$ cat config.mk
export PLATFORM = sky130hd
export DESIGN_NAME = frameControl
export DESIGN_NICKNAME = d
export VERILOG_FILES = /design/src/source/demosaicPkg.sv /design/src/source/frameControl.sv
export SDC_FILE = /design/constraint.sdc
export NUM_CORES = 1
export LEC_CHECK = 0
export BUFFER_PORTS_ARGS = -buffer_cell sky130_fd_sc_hd__clkbuf_2
export CAP_MARGIN = 20
export CORE_MARGIN = 2
export CORE_UTILIZATION = 53
export CTS_CLUSTER_DIAMETER = 50
export DETAILED_ROUTE_END_ITERATION = 8
export PLACE_DENSITY = 0.82
export SLEW_MARGIN = 5
export SYNTH_ARGS = -nofsm -noshare
export SYNTH_HDL_FRONTEND = slang
export SYNTH_SLANG_ARGS = --single-unit
$ cat constraint.sdc
create_clock -name clk -period 2.3 [get_ports clk]
set_input_delay 0.46 -clock clk [delete_from_list [all_inputs] [get_ports clk]]
set_output_delay 0.46 -clock clk [all_outputs]
set_load 0.01 [all_outputs]
$ cat src/source/demosaicPkg.sv
`default_nettype none

package demosaicPkg;

	localparam int coordWidth = 16;

	typedef logic [7:0] pixel_t;

	typedef struct packed {
		logic [coordWidth-1:0] x;
		logic [coordWidth-1:0] y;
	} pixelPos_t;

	// Cross-shaped neighborhood of one Bayer sample
	typedef struct packed {
		pixel_t center;
		pixel_t above;
		pixel_t below;
		pixel_t left;
		pixel_t right;
	} crossWindow_t;

	typedef struct packed {
		pixel_t r;
		pixel_t g;
		pixel_t b;
	} rgb_t;

	typedef struct packed {
		pixelPos_t pos;
		logic valid;
		logic last;
	} pixelTag_t;

	typedef enum logic [1:0] {
		siteGreen,
		siteRed,
		siteBlue
	} bayerSite_e;

	// Green where parities match and blue on even rows
	function automatic bayerSite_e bayerSite(input logic yOdd, input logic xOdd);
		bayerSite_e site;
		if (yOdd == xOdd) begin
			site = siteGreen;
		end else if (xOdd) begin
			site = siteBlue;
		end else begin
			site = siteRed;
		end
		return site;
	endfunction

endpackage

`default_nettype wire
$ cat src/source/frameControl.sv
`timescale 1ns/1ps
`default_nettype none

module frameControl import demosaicPkg::*; #(
	parameter int imageWidth = 1920,
	parameter int imageHeight = 1080
) (
	input wire clk,
	input wire reset,
	input wire pixelValid,
	output pixelTag_t tag
);

	localparam int framePixels = imageWidth * imageHeight;
	// Real pixels plus the flush that drains buffers and pipeline
	localparam int frameBeats = framePixels + imageWidth + 4;
	// Beats until the first pixel reaches the window center
	localparam int fillBeats = imageWidth + 1;
	localparam int beatWidth = $clog2(frameBeats);

	logic [beatWidth-1:0] beatCount;
	logic [coordWidth-1:0] xPos;
	logic [coordWidth-1:0] yPos;
	logic centerValid;
	logic lastCenter;

	assign centerValid = (beatCount >= beatWidth'(fillBeats))
		&& (beatCount < beatWidth'(fillBeats + framePixels));
	assign lastCenter = beatCount == beatWidth'(fillBeats + framePixels - 1);

	always_ff @(posedge clk) begin
		if (reset) begin
			beatCount <= '0;
			xPos <= '0;
			yPos <= '0;
		end else if (pixelValid) begin
			if (beatCount == beatWidth'(frameBeats - 1)) begin
				beatCount <= '0;
			end else begin
				beatCount <= beatCount + 1'b1;
			end

			// Raster step once per real center
			if (centerValid) begin
				if (xPos == coordWidth'(imageWidth - 1)) begin
					xPos <= '0;
					if (yPos == coordWidth'(imageHeight - 1)) begin
						yPos <= '0;
					end else begin
						yPos <= yPos + 1'b1;
					end
				end else begin
					xPos <= xPos + 1'b1;
				end
			end
		end
	end

	assign tag = '{
		pos: '{x: xPos, y: yPos},
		valid: centerValid,
		last: lastCenter
	};

endmodule

`default_nettype wire

==> impl_metrics.env, run 1 <==
export IMPL_cts_root_buf="clkbuf_8"
export IMPL_place_hpwl_mm=5.85
export IMPL_clock_fmax_mhz=429
export IMPL_cts_path_max_buffers=2
export IMPL_yosys_area_share_simple_pct=34.3
export IMPL_holdCritPathClass="register to register"
export IMPL_layout_setup_ws_ns=-0.0301
export IMPL_cp_max_fo=3
export IMPL_status="complete, but fails checks"
export IMPL_synth_top_area_share_pct=33.1
export IMPL_place_ws_ns=0.121
export IMPL_worst_ep_arrival_time_ns=1.87
export IMPL_synth_fa_ha_area_share_pct=1.95
export IMPL_setup_violations=1
export IMPL_final_area_um2=3800
export IMPL_critPathRequiredTime_ns=1.84
export IMPL_num_vias=3323
export IMPL_ys_warn_count=0
export IMPL_synthCells=387
export IMPL_wl_mm=8.52
export IMPL_worst_pin_slew_ns=0.584
export IMPL_clkPwrFrac_pct=34.9
export IMPL_rsz0062_at_grt="yes"
export IMPL_die_w_um=81.7
export IMPL_failed_checks="setup timing"
export IMPL_synth_common_cells="53 x dfxtp_1, 42 x nor2_1, 31 x nand4_1"
export IMPL_start_util_pct=54.4
export IMPL_wire_per_inst_um=16.3
export IMPL_rows=28
export IMPL_clock_sinks=53
export IMPL_synthTopCellsByArea="dfxtp_1 33%, nand4_1 6.1%, nor2_1 4.9%"
export IMPL_finalCritPeriodShare_pct=101
export IMPL_gp_congestion=0.913
export IMPL_p_seq_share_pct=60.0
export IMPL_grt_overflow_total=0
export IMPL_syn_nets=395
export IMPL_synth_edf_count=0
export IMPL_antenna_found_initial=0
export IMPL_swShare_pct=24.7
export IMPL_synthMuxAreaShare_pct=1.02
export IMPL_synthXorXnorAreaFrac_pct=4.65
export IMPL_finalNetCount=453
export IMPL_synth_compound_area_share_pct=18.6
export IMPL_slowest_stage="or4_4"
export IMPL_startpoint_type="register"
export IMPL_grt_pass1_wl_mm=13.7
export IMPL_crit_path_max_incr_delay_ns=0.47
export IMPL_p_leak_uw=0.00134
export IMPL_synth_async_sr_flop_share_pct=0
export IMPL_maxCapViolations=0
export IMPL_fin_setup_tns_ns=-0.0301
export IMPL_synthToLayoutAreaGrowth_pct=18.7
export IMPL_synthDistinctLibCells=57
export IMPL_slew_headroom_pct=60.8
export IMPL_worstPathCellList="or3b_1 -> or4_4 -> o22ai_4 -> nor2_2 -> clkbuf_2"
export IMPL_crit_path_end_kind="primary output"
export IMPL_synth_top_family_by_area="simple AND/OR/NAND/NOR gates"
export IMPL_drc_errors=0
export IMPL_synth_most_common_cell="dfxtp_1"
export IMPL_dieHeight_um=81.7
export IMPL_io_buffers=36
export IMPL_holdBufCountCts=0
export IMPL_drive_gt1_share_pct=28.9
export IMPL_pwr_share_comb_pct=5.1
export IMPL_internal_power_uw=1160
export IMPL_power_switching_uw=380
export IMPL_io_pins=37
export IMPL_reg2reg_slack_ns=0.04
export IMPL_drtAntennaViolNets=0
export IMPL_layout_min_cycle_time_ns=2.33
export IMPL_power_density_nw_per_um2=404
export IMPL_hold_viol=0
export IMPL_cts_tree="yes"
export IMPL_core_area_um2=5890
export IMPL_grt_pass1_vias=2963
export IMPL_insertion_delay_ns=0.32
export IMPL_clk_pin_slew_ns=0.10
export IMPL_grt_max_degree=34
export IMPL_grtUsageTotal_pct=25.8
export IMPL_drt_iter0_drc=204
export IMPL_drv_slew=0
export IMPL_cts_htree_levels=2
export IMPL_avgViaCountPerCell=6.38
export IMPL_syn_cell_area_um2=3200
export IMPL_fp_dieArea_um2=6680
export IMPL_place_area_um2=3620
export IMPL_peakVddDrop_mv=0.261
export IMPL_ys_ff_latch=53
export IMPL_ys_flop_type="dfxtp_1"
export IMPL_cts_buffers=5
export IMPL_ys_seq_area_share_pct=33.1
export IMPL_critPathKind="register to primary output"
export IMPL_antennaDiodeCount=0
export IMPL_syn_area_per_cell_um2=8.27
export IMPL_synth_area_leader_cell="dfxtp_1"
export IMPL_firstDrtPassIters=5
export IMPL_skew_ns=0.0126
-- power by group through the flow --
stage	logic [uW]	clock network, uW	registers (uW)
CTS	74.5	538	922
global route	85.1	578	923
detailed placement	73.6	0	944
floorplan	45.7	0	948
global placement	70.3	0	944
finish	77.8	536	922
-- per-layer routing --
layer | routed length (um) | global-route usage [%]
met5 | 0 | 0
met4 | 149 | 8.33
met3 | 589 | 4.40
met2 | 4100 | 43.0
met1 | 3680 | 33.9
-- logic make-up (layout without fill, tap and decap cells) --
family / Yosys count / count (layout)
adder cells (fa/ha/maj): 5 / 5
flip-flops: 53 / 53
multiplexers: 3 / 3
XOR/XNOR: 17 / 17
AO/OA/AOI/OAI: 76 / 76
AND/OR/NAND/NOR: 192 / 192
buffers and inverters: 41 / 100
-- area by class of cell --
| class | instances | area (um^2) |
|---|---|---|
| Inverter | 12 | 45.0 |
| Timing Repair Buffer | 80 | 510 |
| Fill cell | 516 | 2090 |
| Sequential cell | 53 | 1070 |
| Multi-Input combinational cell | 293 | 1990 |
| Clock inverter | 3 | 17.5 |
| Tap cell | 75 | 93.8 |
| Clock buffer | 5 | 68.8 |
-- state kept, by name, indices dropped and copies added (netlist names) --
name / cells
beatCount: 21
yPos: 16
xPos: 16
-- cells in the final DEF, fill, tap and decap left out, types with 7 or more instances in the layout --
| master | count |
|---|---|
| buf_4 | 44 |
| inv_1 | 12 |
| o41ai_1 | 9 |
| o31ai_1 | 15 |
| dfxtp_1 | 46 |
| nor4_1 | 7 |
| clkbuf_2 | 35 |
| nand4_1 | 31 |
| or4_1 | 13 |
| xnor2_1 | 11 |
| nor3_1 | 14 |
| a21oi_2 | 10 |
| nand2_1 | 18 |
| nand3_1 | 15 |
| a21oi_1 | 17 |
| nor2_1 | 41 |
-- worst paths after layout --
kind                              start              endpoint  depth (start not counted)
max          beatCount[12]$_SDFFE_PP0P_                tag[1]                          5
min                xPos[6]$_SDFFE_PP0P_  xPos[6]$_SDFFE_PP0P_                          2
max reg2reg   beatCount[0]$_SDFFE_PP0P_  xPos[8]$_SDFFE_PP0P_                          8
min reg2reg        xPos[6]$_SDFFE_PP0P_  xPos[6]$_SDFFE_PP0P_                          2
-- what timing repair did --
| item | CTS | global route |
|---|---|---|
| resized for setup | 7 | 10 |
| setup endpoints to repair | 2 | 26 |
| pin swaps | 4 | 1 |
| buffers inserted | 4 | 0 |
-- stage by stage --
step           util, %  hold WS, ns  total power, uW  std cells
5_1_grt           64.6        0.533             1590        521
3_5_place_dp      61.5        0.493             1020        509
6_report          64.6        0.503             1540        521
4_1_cts           63.8        0.509             1530        521
3_3_place_gp      61.5        0.488             1010        509
2_1_floorplan        -        0.472              993        387
-- critical path, delay by kind of cell (launching register included) --
family | cells | cell delay [ns]
and+or+nand+nor | 3 | 0.89
AOI/OAI and AO/OA | 1 | 0.16
buffers and inverters | 1 | 0.14
DFF | 1 | 0.36
(Power assumes the default switching activity.)
==> run 2, diff against run 1 <==
--- a/config.mk
+++ b/config.mk
@@ -7,6 +7,7 @@
 export LEC_CHECK = 0
 export BUFFER_PORTS_ARGS = -buffer_cell sky130_fd_sc_hd__clkbuf_2
 export CAP_MARGIN = 20
+export CORE_ASPECT_RATIO = 0.5
 export CORE_MARGIN = 2
 export CORE_UTILIZATION = 53
 export CTS_CLUSTER_DIAMETER = 50
==> constraint.sdc (replaced) <==
create_clock -name clk -period 2.1 [get_ports clk]
set_input_delay 0.42 -clock clk [delete_from_list [all_inputs] [get_ports clk]]
set_output_delay 0.42 -clock clk [all_outputs]
set_load 0.01 [all_outputs]
==> run 2 against run 1 <==
The run still ends with setup timing left. Core utilization up 11 points. Clock skew is 0.0060 ns lower. Combinational power rose by 20%. Sequential share of layout area is 3.1 points lower. Sequential cell count unchanged. Global-route usage up 5.1 points. Worst setup slack lost 0.23 ns. Critical path type unchanged. Highest routed layer unchanged.
==> impl_metrics.env, run 2 (synthesized netlist as in run 1, its figures left out) <==
export IMPL_worst_pin_slew_ns=0.410
export IMPL_core_area_um2=5660
export IMPL_wl_mm=10.7
export IMPL_maxCapViolations=0
export IMPL_num_vias=3654
export IMPL_cts_root_buf="clkbuf_16"
export IMPL_p_leak_uw=0.00158
export IMPL_failed_checks="setup timing"
export IMPL_clk_pin_slew_ns=0.07
export IMPL_place_hpwl_mm=6.46
export IMPL_cts_path_max_buffers=2
export IMPL_reg2reg_slack_ns=-0.10
export IMPL_rr_endpoint="yPos[14]$_SDFFE_PP0P_"
export IMPL_clock_fmax_mhz=424
export IMPL_holdCritPathClass="register to register"
export IMPL_slew_headroom_pct=72.5
export IMPL_drive_gt1_share_pct=38.6
export IMPL_die_w_um=114
export IMPL_skew_ns=0.00656
export IMPL_drv_slew=0
export IMPL_dieHeight_um=59.0
export IMPL_grt_max_degree=25
export IMPL_largest_reg_flops=21
export IMPL_cts_tree="yes"
export IMPL_hold_slack_ns=0.510
export IMPL_total_power_uw=2050
export IMPL_power_density_nw_per_um2=479
export IMPL_drtAntennaViolNets=0
export IMPL_firstDrtPassIters=6
export IMPL_startpoint_type="register"
export IMPL_io_buffers=36
export IMPL_cp_max_fo=4
export IMPL_cts_buffers=5
export IMPL_grt_overflow_total=0
export IMPL_start_util_pct=56.6
export IMPL_crit_path_end_kind="primary output"
export IMPL_holdBufCountCts=0
export IMPL_setup_violations=22
export IMPL_nFillCells=344
export IMPL_fp_dieArea_um2=6720
export IMPL_r2r_start="beatCount[5]$_SDFFE_PP0P_"
export IMPL_hold_viol=0
export IMPL_clock_sinks=53
export IMPL_grtUsageTotal_pct=30.9
export IMPL_reg_top3="beatCount (21), xPos (16), yPos (16)"
export IMPL_grt_pass1_wl_mm=16.5
export IMPL_reg2reg_depth=9
export IMPL_synthToLayoutAreaGrowth_pct=33.5
export IMPL_peakVddDrop_mv=0.387
export IMPL_top_register="beatCount"
export IMPL_finalCritPeriodShare_pct=112
export IMPL_critPathRequiredTime_ns=1.68
export IMPL_grt_pass1_vias=3629
export IMPL_finalNetCount=480
export IMPL_wire_per_inst_um=19.7
export IMPL_drc_errors=0
export IMPL_layout_commonest_cell="buf_4"
export IMPL_avgViaCountPerCell=6.70
export IMPL_critPathCapture="tag[1]"
export IMPL_drt_iter0_drc=523
export IMPL_cts_htree_levels=2
export IMPL_critPathKind="register to primary output"
export IMPL_antennaDiodeCount=0
export IMPL_layout_min_cycle_time_ns=2.36
export IMPL_crit_path_start="beatCount[5]$_SDFFE_PP0P_"
export IMPL_io_pins=37
export IMPL_antenna_found_initial=0
export IMPL_final_cell_mix="63 x buf_4, 44 x dfxtp_1, 41 x nor2_1"
export IMPL_worst_ep_arrival_time_ns=1.94
export IMPL_status="complete, but fails checks"
export IMPL_rows=19
export IMPL_rsz0062_at_grt="yes"
export IMPL_gp_congestion=0.912
export IMPL_insertion_delay_ns=0.30
export IMPL_layout_setup_ws_ns=-0.259
## run 2: changes by cell type in the layout (fill, tap and decap cells not counted), sizes merged
| cell | change |
|---|---|
| buf | +26 |
| clkinv | -2 |
| clkinvlp | -1 |
| bufinv | +1 |
| inv | +1 |
| clkbuf | +1 |
## run 2: report_power, final
| group | internal [uW] | switching (uW) | total [uW] |
|---|---|---|---|
| clock | 561 | 385 | 945 |
| sequential | 1010 | 2.40 | 1010 |
| combinational | 30.0 | 63.3 | 93.3 |
## run 2: metrics by stage
step / std cells / utilization, % / setup slack, ns / TNS [ns] / cell area (um^2)
after floorplan: 387 / - / 0.00482 / 0 / 3220
after global placement: 527 / 67.1 / -0.0550 / -0.107 / 3790
after detailed placement: 527 / 67.1 / -0.0562 / -0.132 / 3790
after CTS: 541 / 72.6 / -0.186 / -0.366 / 4110
after global routing: 545 / 75.5 / -0.325 / -3.15 / 4270
final: 545 / 75.5 / -0.259 / -1.49 / 4270
## run 2: worst max-delay path, cell delays in order, from the launching register on
cell and delay, ns:
dfxtp_2 0.33, buf_6 0.11, nand4bb_1 0.18, or4_4 0.60, o22ai_4 0.20, nor2_2 0.08, clkbuf_2 0.15
## run 2: worst min path at each step
stage	from	end	cells after the start	slack (ns)
detailed placement	xPos[6]$_SDFFE_PP0P_	xPos[6]$_SDFFE_PP0P_	2	0.49
global placement	xPos[6]$_SDFFE_PP0P_	xPos[6]$_SDFFE_PP0P_	2	0.48
floorplan	beatCount[20]$_SDFFE_PP0P_	beatCount[20]$_SDFFE_PP0P_	2	0.47
finish	yPos[4]$_SDFFE_PP0P_	yPos[4]$_SDFFE_PP0P_	2	0.51
global route	yPos[4]$_SDFFE_PP0P_	yPos[4]$_SDFFE_PP0P_	2	0.53
CTS	xPos[6]$_SDFFE_PP0P_	xPos[6]$_SDFFE_PP0P_	2	0.51
## run 2: layer usage
layer	part of all wire (%)	wire length (um)	GRT usage, %
met4	3.3	354	16.2
met5	0	0	0
met2	48	5200	52.7
met1	40	4250	38.0
met3	8.7	940	6.08
## run 2: what timing repair did
action | in CTS | in global routing
endpoints found under the setup margin | 17 | 33
buffers inserted | 7 | 4
resized for setup | 24 | 32
gates cloned | 0 | 0
pin swaps | 3 | 14
## run 2: cell type report
cell class	instances	area, um^2	share of cell area (%)
Clock buffer	5	125	2.93
Tap cell	73	91.3	2.14
Sequential cell	53	1070	25.1
Inverter	12	45.0	1.05
Multi-Input combinational cell	293	2130	49.8
Clock inverter	2	38.8	0.907
Timing Repair Buffer	107	769	18.0
==> run 3, diff against run 2 <==
--- a/config.mk
+++ b/config.mk
@@ -8,11 +8,12 @@
 export BUFFER_PORTS_ARGS = -buffer_cell sky130_fd_sc_hd__clkbuf_2
 export CAP_MARGIN = 20
 export CORE_ASPECT_RATIO = 0.5
-export CORE_MARGIN = 2
+export CORE_MARGIN = 3
 export CORE_UTILIZATION = 53
 export CTS_CLUSTER_DIAMETER = 50
 export DETAILED_ROUTE_END_ITERATION = 8
 export PLACE_DENSITY = 0.82
+export SKIP_CTS_REPAIR_TIMING = 1
 export SLEW_MARGIN = 5
 export SYNTH_ARGS = -nofsm -noshare
 export SYNTH_HDL_FRONTEND = slang
==> constraint.sdc (replaced) <==
create_clock -name clk -period 2.1 [get_ports clk]
set_input_delay 0.315 -clock clk [delete_from_list [all_inputs] [get_ports clk]]
set_output_delay 0.315 -clock clk [all_outputs]
set_load 0.01 [all_outputs]
==> run 3 against run 2 <==
The run still ends with setup timing left. Non-clock buffer count unchanged. First-iteration DRC count down 22%. Register-to-register slack better by 0.05 ns. Maximum frequency up 6.1%. Sequential share of layout area about the same. Clock power up 3.7%. Sequential power about the same. Hold slack worse by 0.077 ns. Worst setup slack better by 0.14 ns. Critical endpoint unchanged. Largest power group unchanged. Highest routed layer unchanged.
==> impl_metrics.env, run 3 (synthesized netlist as in run 1, its figures left out) <==
export IMPL_status="complete, but fails checks"
export IMPL_failed_checks="setup timing"
export IMPL_power_density_nw_per_um2=489
export IMPL_io_buffers=36
export IMPL_slowest_stage="or4_4"
export IMPL_holdPathStages=3
export IMPL_critPathRequiredTime_ns=1.78
export IMPL_antennaDiodeCount=0
export IMPL_holdCritPathClass="input port to register"
export IMPL_clk_pin_slew_ns=0.07
export IMPL_num_vias=3692
export IMPL_cts_htree_levels=2
export IMPL_p_leak_uw=0.00157
export IMPL_synthToLayoutAreaGrowth_pct=33.5
export IMPL_crit_buf_inv=1
export IMPL_crit_path_end_kind="primary output"
export IMPL_r2r_start="beatCount[20]$_SDFFE_PP0P_"
export IMPL_place_hpwl_mm=6.63
export IMPL_cts_buffers=5
export IMPL_io_pins=37
export IMPL_final_cell_mix="59 x buf_4, 41 x nor2_1, 41 x dfxtp_1"
export IMPL_reg2reg_depth=8
export IMPL_worst_ep_arrival_time_ns=1.91
export IMPL_place_ws_ns=-0.0757
export IMPL_top_register="beatCount"
export IMPL_layout_min_cycle_time_ns=2.22
export IMPL_cts_path_max_buffers=2
export IMPL_critPathKind="register to primary output"
export IMPL_avgViaCountPerCell=6.76
export IMPL_cts_tree="yes"
export IMPL_cp_max_fo=4
export IMPL_grt_pass1_wl_mm=15.0
export IMPL_drv_slew=0
export IMPL_firstDrtPassIters=5
export IMPL_start_util_pct=56.6
export IMPL_clock_sinks=53
export IMPL_fin_setup_tns_ns=-0.930
export IMPL_clock_fmax_mhz=450
export IMPL_dieHeight_um=61.0
export IMPL_drive_gt1_share_pct=36.8
export IMPL_gp_congestion=0.952
export IMPL_wl_mm=10.7
export IMPL_core_area_um2=5660
export IMPL_hold_viol=0
export IMPL_skew_ns=0.00459
export IMPL_worst_pin_slew_ns=0.407
export IMPL_largest_reg_flops=21
export IMPL_hp_start="pixelValid"
export IMPL_layout_commonest_cell="buf_4"
export IMPL_insertion_delay_ns=0.30
export IMPL_crit_path_max_incr_delay_ns=0.63
export IMPL_drtAntennaViolNets=0
export IMPL_rr_endpoint="xPos[7]$_SDFFE_PP0P_"
export IMPL_wire_per_inst_um=19.6
export IMPL_reg2reg_slack_ns=-0.05
export IMPL_startpoint_type="register"
export IMPL_cp_top_family="simple AND/OR/NAND/NOR gates"
export IMPL_finalCritPeriodShare_pct=106
export IMPL_grt_overflow_total=0
export IMPL_crit_path_start="beatCount[20]$_SDFFE_PP0P_"
export IMPL_maxCapViolations=0
export IMPL_slew_headroom_pct=72.6
export IMPL_reg_top3="beatCount (21), xPos (16), yPos (16)"
export IMPL_finalNetCount=480
export IMPL_grt_max_degree=28
export IMPL_setup_violations=24
export IMPL_rows=19
export IMPL_peakVddDrop_mv=0.291
export IMPL_die_w_um=116
export IMPL_antenna_found_initial=0
export IMPL_drc_errors=0
export IMPL_grtUsageTotal_pct=26.6
export IMPL_rsz0062_at_grt="yes"
export IMPL_drt_iter0_drc=408
export IMPL_layout_setup_ws_ns=-0.123
export IMPL_cts_root_buf="clkbuf_16"
export IMPL_hold_end="beatCount[0]$_SDFFE_PP0P_"
export IMPL_worstPathCellList="nand4_1 -> or4_4 -> o22ai_4 -> nor2_2 -> buf_2"
export IMPL_fp_dieArea_um2=7070
export IMPL_grt_pass1_vias=3172
-- run 3: per-layer routing --
layer	GRT usage, %	up-vias	wire length (um)
li1	-	1642	-
met1	32.9	1779	4230
met2	47.8	214	5300
met3	5.98	57	811
met4	7.60	0	369
met5	0	-	0
-- run 3: final cells by class --
class,count,area (um^2)
Clock buffer,7,143
Clock inverter,1,30.0
Fill cell,379,1380
Inverter,12,45.0
Multi-Input combinational cell,293,2100
Sequential cell,53,1080
Tap cell,73,91.3
Timing Repair Buffer,107,787
-- run 3: report_power, final --
part	internal, uW	total [uW]	switching (uW)
Sequential	1010	1010	2.81
Clock	597	980	383
Combinational	35.3	98.3	63.0
-- run 3: worst reg2reg max path: stages, from the launching register on --
cell and delay, ns:
dfxtp_1 0.36, nand4_1 0.22, or4_4 0.63, o22ai_4 0.18, buf_4 0.16, buf_12 0.15
o31ai_4 0.11, buf_6 0.17, a21oi_2 0.11
-- run 3: through the flow --
stage               hold slack, ns  cell area, um^2  utilization, %  power (uW)  instances
CTS                          0.429             3990            70.5        2080        533
global route                 0.463             4270            75.5        2140        546
floorplan                    0.472             3220               -        1090        387
finish                       0.433             4270            75.5        2090        546
detailed placement           0.486             3820            67.4        1120        525
global placement             0.479             3820            67.4        1120        525
-- run 3: worst max path at each step --
stage / to / slack [ns] / depth (start not counted)
global route: tag[0] / -0.17 / 4
floorplan: yPos[9]$_SDFFE_PP0P_ / -0.0002 / 7
detailed placement: yPos[5]$_SDFFE_PP0P_ / -0.08 / 6
global placement: yPos[12]$_SDFFE_PP0P_ / -0.02 / 6
finish: tag[1] / -0.12 / 5
CTS: tag[1] / -0.25 / 5
